==> config.mk <==
export PLATFORM = sky130hd
export DESIGN_NAME = clkBoard
export DESIGN_NICKNAME = d
export VERILOG_FILES = /design/src/common/clkPkg.sv /design/src/clkGate/clkRateGen.sv /design/src/clkGate/clkGateCtl.sv /design/src/logic/clkBurstCounter.sv /design/src/logic/clkDiagRegs.sv /design/src/logic/clkBoard.sv
export VERILOG_INCLUDE_DIRS = /design/src /design/src/common
export SDC_FILE = /design/constraint.sdc
export NUM_CORES = 1
export LEC_CHECK = 0
export ABC_CLOCK_PERIOD_IN_PS = 4700
export BUFFER_PORTS_ARGS = -buffer_cell sky130_fd_sc_hd__buf_4
export CAP_MARGIN = 30
export CORE_ASPECT_RATIO = 0.75
export CORE_MARGIN = 2
export CORE_UTILIZATION = 50
export CTS_BUF_LIST = sky130_fd_sc_hd__clkbuf_8 sky130_fd_sc_hd__clkbuf_16
export DETAILED_ROUTE_END_ITERATION = 10
export PLACE_DENSITY = 0.7
export SLEW_MARGIN = 30
export SYNTH_ARGS = -nofsm -noshare
export SYNTH_HDL_FRONTEND = slang
export SYNTH_HIERARCHICAL = 1
export SYNTH_SLANG_ARGS = --single-unit
==> constraint.sdc <==
create_clock -name CLK -period 4.7 [get_ports CLK]
set_input_delay 0.94 -clock CLK [delete_from_list [all_inputs] [get_ports CLK]]
set_output_delay 0.94 -clock CLK [all_outputs]
set_load 0.01 [all_outputs]
==> src/common/clk_macros.svh <==
// Clock board shared constants
// Field widths, diagnostic function codes and the rate divider periods

`ifndef CLK_MACROS_SVH
`define CLK_MACROS_SVH

`define CLK_BURST_W       8     // Burst counter
`define CLK_NIBBLE_W      4     // EBUS load field
`define CLK_DIAG_W        6     // Readback field, EBUS bits 30-35
`define CLK_FUNC_W        3
`define CLK_RATE_DIV_W    3

// Diagnostic control functions 00x
`define CLK_FUNC_STOP     3'd0
`define CLK_FUNC_START    3'd1
`define CLK_FUNC_STEP     3'd2
`define CLK_FUNC_BURST    3'd5

// Diagnostic load functions 04x
`define CLK_LD_BURST_LSB  3'd2
`define CLK_LD_BURST_MSB  3'd3
`define CLK_LD_SELECT     3'd4

// Rate divider periods in CLK cycles, by rate select
`define CLK_RATE_PERIOD_0 1
`define CLK_RATE_PERIOD_1 2
`define CLK_RATE_PERIOD_2 4
`define CLK_RATE_PERIOD_3 8

`endif

==> src/common/clkPkg.sv <==
// Clock board types
// Vector typedefs, the command, load and status bundles passed between
// the diagnostic registers and the gate logic, and the gate FSM states
`default_nettype none

`include "clk_macros.svh"

package clkPkg;

  typedef logic [`CLK_BURST_W-1:0]    burstCount_t;
  typedef logic [`CLK_NIBBLE_W-1:0]   nibble_t;
  typedef logic [`CLK_FUNC_W-1:0]     diagFunc_t;
  typedef logic [`CLK_DIAG_W-1:0]     diagWord_t;
  typedef logic [1:0]                 rateSel_t;
  typedef logic [1:0]                 sourceSel_t;   // Stored and read back only
  typedef logic [`CLK_RATE_DIV_W-1:0] rateCount_t;

  // One-cycle commands from the 00x decoder
  typedef struct packed {
    logic start;
    logic stop;
    logic singleStep;
    logic burst;
  } clkCtlCmd_t;

  // Burst count nibble loads from functions 042/043
  typedef struct packed {
    logic    loadLsb;
    logic    loadMsb;
    nibble_t value;
  } clkBurstLoad_t;

  typedef struct packed {
    logic go;             // Free running
    logic burstActive;
    logic stepPending;    // Waiting for the rate tick of a single step
  } clkGateStatus_t;

  typedef enum logic [1:0] {
    gateIdle,
    gateRun,
    gateBurst,
    gateStep
  } gateState_t;

endpackage

`default_nettype wire

==> src/clkGate/clkRateGen.sv <==
// Clock rate divider
// Down-counting divider that marks the cycles allowed by the rate select.
// Periods of 1, 2, 4 or 8 cycles; a new select restarts the count at 0
`timescale 1ns/1ps
`default_nettype none

`include "clk_macros.svh"

module clkRateGen (
  input  logic             CLK,
  input  logic             FPGA_RESET,
  input  clkPkg::rateSel_t rateSel,
  output logic             rateTick
);
  import clkPkg::*;

  rateCount_t rateCount;
  rateCount_t periodLast;   // Reload value, period - 1
  rateSel_t   rateSelQ;     // Select seen last cycle
  logic       selChanged;

  always_comb begin
    case (rateSel)
      2'd0:    periodLast = rateCount_t'(`CLK_RATE_PERIOD_0 - 1);
      2'd1:    periodLast = rateCount_t'(`CLK_RATE_PERIOD_1 - 1);
      2'd2:    periodLast = rateCount_t'(`CLK_RATE_PERIOD_2 - 1);
      default: periodLast = rateCount_t'(`CLK_RATE_PERIOD_3 - 1);
    endcase
  end

  assign selChanged = (rateSel != rateSelQ);
  assign rateTick   = (rateCount == '0);

  always_ff @(posedge CLK) begin
    if (FPGA_RESET) begin
      rateCount <= '0;
      rateSelQ  <= '0;
    end else begin
      rateSelQ <= rateSel;
      if (selChanged) begin
        rateCount <= '0;              // Restart on a new select
      end else if (rateCount == '0) begin
        rateCount <= periodLast;
      end else begin
        rateCount <= rateCount - 1'b1;
      end
    end
  end

  // Once a select has settled the count stays inside its period
  rateCountInPeriod: assert property (
    @(posedge CLK) disable iff (FPGA_RESET)
    (rateSel == rateSelQ) |-> (rateCount <= periodLast)
  );

endmodule

`default_nettype wire

==> src/clkGate/clkGateCtl.sv <==
// Clock gate control
// Run, burst and single step FSM that turns rate ticks into the
// registered clock enable gatedEn, and steps the burst counter
`timescale 1ns/1ps
`default_nettype none

module clkGateCtl (
  input  logic                   CLK,
  input  logic                   FPGA_RESET,
  input  clkPkg::clkCtlCmd_t     cmd,
  input  logic                   rateTick,
  input  logic                   burstZero,
  output logic                   gatedEn,
  output logic                   burstStep,
  output clkPkg::clkGateStatus_t status
);
  import clkPkg::*;

  gateState_t state;
  gateState_t stateNext;
  logic       anyCmd;
  logic       pulseNext;    // gatedEn for the following cycle

  assign anyCmd = |cmd;

  always_comb begin
    stateNext = state;
    pulseNext = 1'b0;
    if (anyCmd) begin
      // A new command replaces whatever was running
      if (cmd.stop) begin
        stateNext = gateIdle;
      end else if (cmd.start) begin
        stateNext = gateRun;
      end else if (cmd.singleStep) begin
        stateNext = gateStep;
      end else begin
        stateNext = gateBurst;
      end
    end else begin
      case (state)
        gateRun: pulseNext = rateTick;
        gateStep: begin
          if (rateTick) begin
            pulseNext = 1'b1;
            stateNext = gateIdle;   // One pulse only
          end
        end
        gateBurst: begin
          if (burstZero) begin
            stateNext = gateIdle;
          end else begin
            pulseNext = rateTick;
          end
        end
        default: pulseNext = 1'b0;
      endcase
    end
  end

  // Counter steps on the same edge that raises gatedEn
  assign burstStep = pulseNext && (state == gateBurst);

  always_ff @(posedge CLK) begin
    if (FPGA_RESET) begin
      state   <= gateIdle;
      gatedEn <= 1'b0;
    end else begin
      state   <= stateNext;
      gatedEn <= pulseNext;
    end
  end

  assign status.go          = (state == gateRun);
  assign status.burstActive = (state == gateBurst);
  assign status.stepPending = (state == gateStep);

  // Only the last pulse of a step may show up once the FSM is idle again
  idlePulseFromPrevState: assert property (
    @(posedge CLK) disable iff (FPGA_RESET)
    (gatedEn && state == gateIdle) |-> ($past(state) != gateIdle)
  );

endmodule

`default_nettype wire

==> src/logic/clkBurstCounter.sv <==
// Burst counter
// Eight bit count loaded a nibble at a time by functions 042/043,
// counted down once per burst pulse. Zero ends the burst
`timescale 1ns/1ps
`default_nettype none

`include "clk_macros.svh"

module clkBurstCounter (
  input  logic                  CLK,
  input  logic                  FPGA_RESET,
  input  clkPkg::clkBurstLoad_t burstLoad,
  input  logic                  burstStep,
  output clkPkg::burstCount_t   burstCount,
  output logic                  burstZero
);
  import clkPkg::*;

  burstCount_t count;

  always_ff @(posedge CLK) begin
    if (FPGA_RESET) begin
      count <= '0;
    end else if (burstLoad.loadLsb || burstLoad.loadMsb) begin
      // Nibbles load independently
      if (burstLoad.loadLsb) begin
        count[`CLK_NIBBLE_W-1:0] <= burstLoad.value;
      end
      if (burstLoad.loadMsb) begin
        count[`CLK_BURST_W-1:`CLK_NIBBLE_W] <= burstLoad.value;
      end
    end else if (burstStep) begin
      count <= count - 1'b1;
    end
  end

  assign burstCount = count;
  assign burstZero  = (count == '0);

  // Gate FSM must stop stepping once the count has run out
  noStepAtZero: assert property (
    @(posedge CLK) disable iff (FPGA_RESET)
    burstStep |-> !burstZero
  );

endmodule

`default_nettype wire

==> src/logic/clkDiagRegs.sv <==
// Diagnostic registers
// Decodes the 00x control and 04x load strobes into commands, burst
// count loads and the rate/source selects, and muxes the diagnostic
// readback onto EBUS bits 30-35
`timescale 1ns/1ps
`default_nettype none

`include "clk_macros.svh"

module clkDiagRegs (
  input  logic                   CLK,
  input  logic                   FPGA_RESET,
  input  clkPkg::diagFunc_t      diagFunc,
  input  logic                   diagCtlStrobe,
  input  logic                   diagLoadStrobe,
  input  logic                   diagRead,
  input  clkPkg::nibble_t        ebusData,
  input  clkPkg::burstCount_t    burstCount,
  input  clkPkg::clkGateStatus_t status,
  output clkPkg::clkCtlCmd_t     cmd,
  output clkPkg::clkBurstLoad_t  burstLoad,
  output clkPkg::rateSel_t       rateSel,
  output logic                   ebusDriving,
  output clkPkg::diagWord_t      ebusReadData
);
  import clkPkg::*;

  sourceSel_t sourceSel;

  always_ff @(posedge CLK) begin
    if (FPGA_RESET) begin
      cmd       <= '0;
      burstLoad <= '0;
      rateSel   <= '0;
      sourceSel <= '0;
    end else begin
      cmd               <= '0;          // Commands last one cycle
      burstLoad.loadLsb <= 1'b0;
      burstLoad.loadMsb <= 1'b0;
      burstLoad.value   <= ebusData;

      if (diagCtlStrobe) begin
        case (diagFunc)
          `CLK_FUNC_STOP:  cmd.stop       <= 1'b1;
          `CLK_FUNC_START: cmd.start      <= 1'b1;
          `CLK_FUNC_STEP:  cmd.singleStep <= 1'b1;
          `CLK_FUNC_BURST: cmd.burst      <= 1'b1;
          default:         cmd            <= '0;   // Unused codes
        endcase
      end

      if (diagLoadStrobe) begin
        case (diagFunc)
          `CLK_LD_BURST_LSB: burstLoad.loadLsb <= 1'b1;
          `CLK_LD_BURST_MSB: burstLoad.loadMsb <= 1'b1;
          `CLK_LD_SELECT: begin
            sourceSel <= ebusData[1:0];
            rateSel   <= ebusData[3:2];
          end
          default: burstLoad.loadLsb <= 1'b0;
        endcase
      end
    end
  end

  assign ebusDriving = diagRead;

  // Readback, zero when not selected
  always_comb begin
    ebusReadData = '0;
    if (diagRead) begin
      case (diagFunc)
        3'd0:    ebusReadData = burstCount[7:2];
        3'd1:    ebusReadData = {burstCount[1:0], rateSel, sourceSel};
        3'd2: begin
          ebusReadData = {status.go, status.burstActive, status.stepPending, 3'b000};
        end
        default: ebusReadData = '0;
      endcase
    end
  end

  // Gate FSM relies on never seeing two commands at once
  cmdOneHot: assert property (
    @(posedge CLK) disable iff (FPGA_RESET)
    $onehot0(cmd)
  );

endmodule

`default_nettype wire

==> src/logic/clkBoard.sv <==
// Clock board top level
// Diagnostic clock control of the M8526 as a single clock design.
// gatedEn is a clock enable on CLK in place of the gated clock
`timescale 1ns/1ps
`default_nettype none

module clkBoard (
  input  logic              CLK,
  input  logic              FPGA_RESET,
  input  clkPkg::diagFunc_t diagFunc,
  input  logic              diagCtlStrobe,
  input  logic              diagLoadStrobe,
  input  logic              diagRead,
  input  clkPkg::nibble_t   ebusData,
  output logic              gatedEn,
  output logic              ebusDriving,
  output clkPkg::diagWord_t ebusReadData
);
  import clkPkg::*;

  clkCtlCmd_t     cmd;
  clkBurstLoad_t  burstLoad;
  rateSel_t       rateSel;
  logic           rateTick;
  logic           burstZero;
  logic           burstStep;
  burstCount_t    burstCount;
  clkGateStatus_t status;

  clkDiagRegs clkDiagRegs_i (
    .CLK            (CLK),
    .FPGA_RESET     (FPGA_RESET),
    .diagFunc       (diagFunc),
    .diagCtlStrobe  (diagCtlStrobe),
    .diagLoadStrobe (diagLoadStrobe),
    .diagRead       (diagRead),
    .ebusData       (ebusData),
    .burstCount     (burstCount),
    .status         (status),
    .cmd            (cmd),
    .burstLoad      (burstLoad),
    .rateSel        (rateSel),
    .ebusDriving    (ebusDriving),
    .ebusReadData   (ebusReadData)
  );

  clkRateGen clkRateGen_i (
    .CLK        (CLK),
    .FPGA_RESET (FPGA_RESET),
    .rateSel    (rateSel),
    .rateTick   (rateTick)
  );

  clkBurstCounter clkBurstCounter_i (
    .CLK        (CLK),
    .FPGA_RESET (FPGA_RESET),
    .burstLoad  (burstLoad),
    .burstStep  (burstStep),
    .burstCount (burstCount),
    .burstZero  (burstZero)
  );

  clkGateCtl clkGateCtl_i (
    .CLK        (CLK),
    .FPGA_RESET (FPGA_RESET),
    .cmd        (cmd),
    .rateTick   (rateTick),
    .burstZero  (burstZero),
    .gatedEn    (gatedEn),
    .burstStep  (burstStep),
    .status     (status)
  );

endmodule

`default_nettype wire

==> impl_metrics.yaml <==
power:
  vdd_ir_drop_max_v: 0.0002279
  cellLeakagePower_uw: 0.0007339
  ratio_of_total_power_to_cell_area_nw_per_um2: 416.7
timing:
  hold_viol: 0
  finalSetupTns_ps: 0
  timing_worst_slew_pin_value_ps: 636.3
  grt_setup_unrepaired: "no"
  final.period_utilization_pct: 57.68
  headroom_to_the_max_slew_limit_pct: 56.97
  timing_max_transition_violations_final: 0
  worst_slack_ps: 1989
  clock-skew-final_ps: 5.271
  finalHoldWorstSlack_ps: 445.2
  fmaxAchievable_ghz: 0.3689
  setup-violations-final: 0
  min_period_ps: 2711
floorplanning:
  die_height_um: 52.80
  initial_core_util_pct: 53.32
  chipWidth_um: 69.07
  ioPinCount: 20
  rows: 17
  core_area_um2: 2978
  die_area_um2: 3647
logic_synthesis:
  synth_top_flop_cell: "dfxtp_1"
  post_synth_main_area_contributors: "dfxtp_1, mux2i_1, nor2b_1"
  synthesis.instances: 175
  synth_enable_flop_cells: 0
  synth_sequential_area_ratio_pct: 37.83
  yosys.cell_count.top_type: "dfxtp_1"
  synth_area_per_cell_um2: 9.073
  netlist.area_leader.share_pct: 37.83
  postSynthRegisterBits: 30
  synth_nets: 191
  netlist_top_cells_count: "dfxtp_1, nor2_1, nor2b_1"
  ys_types: 47
  syn_area_um2: 1588
  ys_async_sr_fraction_pct: 0
  synthDominantAreaCellType: "dfxtp_1"
  ys_warn_count: 6
place:
  post_detail_place_hpwl_um: 2552
  place_inst: 223
  dp_worst_setup_slack_ps: 1980
  port_buffers: 19
  gp_congestion: 0.9068
global_route:
  gr-total-overflow: 0
  globalRoute.busiestLayer: "met2"
  global_route.usage.met2_pct: 36.70
  grt_antenna_before_repair: 0
  first_pass_grt_wire_length_um: 6189
  total_global_routing_track_utilization_pct: 22.86
  met1_usage_pct: 28.09
  grt_max_degree: 27
  grtUsageMet3_pct: 5.769
  grt_pass1_vias: 1291
worst_setup_path:
  required_ps: 3760
  timing.critical_path.to_type: "primary output"
  crit_path_start_kind: "primary input"
  setup.worst_path.class: "in2out"
  cp_data_arrival_time_ps: 1770
  crit_fanout: 19
drt:
  vias: 1306
  drt-initial-drc-count: 41
  drt-wirelength-per-cell_um: 15.45
  post-route-drc-count: 0
  via_per_inst: 5.654
  detail-route-antenna-nets: 0
  initial_drt_pass_iterations: 4
  routed_wl_um: 3570
final_layout:
  n_fill_cell: 258
  drive_gt1_share_pct: 22.28
  area_delta_synth_final_pct: 17.65
  finish.cell_count_without_fillers: 231
  num-nets-final: 208
  antenna-diode-count: 0
run:
  max-cap-violations: 0
hold_path:
  min_path_type: "reg2reg"
clocking:
  h_tree_lvls: 2
  clk-insertion-delay-late_ps: 290
  ctsRootBufferMaster: "clkbuf_8"
  cts_max_path_buffers: 2
  cts_tree: "built"
  ctsResizeCount: 0
  worst_setup_hold_path_clk_slew_ps: 60
  postCtsSetupBuffers: 0
  clock-sinks: 30
  clock_buffer_count_from_cts: 5
  postCtsHoldBufs: 0
outcome:
  status: "finished, final reports clean"
-- flip-flops by register name, summed over array words and instances (netlist names) --
| register | flops |
|---|---|
| clkDiagRegs_i/sourceSel | 2 |
| clkDiagRegs_i/burstLoad | 6 |
| clkGateCtl_i/state | 2 |
| clkDiagRegs_i/rateSel | 2 |
| clkDiagRegs_i/cmd | 4 |
| clkRateGen_i/rateCount | 3 |
| clkBurstCounter_i/burstCount | 8 |
| clkGateCtl_i/gatedEn | 1 |
| clkRateGen_i/rateSelQ | 2 |
-- critical path, cell delays in order --
cell	delay [ps]
buf_4	180
nor2b_1	130
a211oi_1	60
a211oi_1	280
buf_4	180
-- cell families after synthesis --
| kind of cell | share of synthesized area [%] |
|---|---|
| XOR/XNOR | 2.759 |
| adder cells (fa/ha/maj) | 3.152 |
| AND/OR/NAND/NOR | 31.13 |
| flip-flops | 37.83 |
| buffers and inverters | 5.595 |
| AO/OA/AOI/OAI | 14.50 |
| multiplexers | 5.044 |
-- per-layer routing --
layer	part of all wire, %	wire length (um)
met1	48	1709
met2	44	1577
met3	5.6	200
met4	2.3	82
met5	0	0
-- stage by stage --
stage                     utilization, %  total power (uW)  cell area, um2
after CTS                          62.52             783.0            1862
final                              62.73             778.5            1868
after floorplan                        -             414.4            1588
after global routing               62.73             816.9            1868
after global placement             57.73             443.5            1719
after detailed placement           57.73             454.7            1719
-- layout by cell type (no fill, tap or decap), types with 3 or more instances in the layout --
master / count
xor2_1: 3
nand2b_1: 6
ha_1: 4
nand3_1: 3
clkbuf_8: 6
a21oi_1: 7
a211oi_1: 8
inv_1: 8
nor3_1: 9
nor2_1: 16
nand2_1: 6
a211oi_2: 3
o21ai_0: 6
nor2b_1: 12
buf_4: 19
dfxtp_1: 30
mux2i_1: 8
nor3b_1: 4
-- cell type report --
class,count,area (um2),share of cell area (%)
Sequential cell,30,600.6,32.15
Clock inverter,2,60.06,3.215
Inverter,8,30.03,1.608
Clock buffer,6,82.58,4.421
Tap cell,38,47.55,2.545
Multi-Input combinational cell,128,904.6,48.43
Timing Repair Buffer,19,142.6,7.636
-- final timing paths --
kind / startpoint / to / slack, ps / cells after the start
setup / recovery: diagFunc[0] / ebusReadData[4] / 1990 / 5
hold / removal: clkRateGen_i/rateCount[0] / clkRateGen_i/rateCount[0] / 450 / 1
setup reg to reg: clkRateGen_i/rateCount[0] / clkBurstCounter_i/burstCount[4] / 2560 / 10
hold reg to reg: clkRateGen_i/rateCount[0] / clkRateGen_i/rateCount[0] / 450 / 1
-- where the power goes --
part,internal (uW),switching (uW)
Sequential,274,14.4
Combinational,66.3,94.8
Clock,226,103
Note: power is estimated with default switching activity, not from simulation.
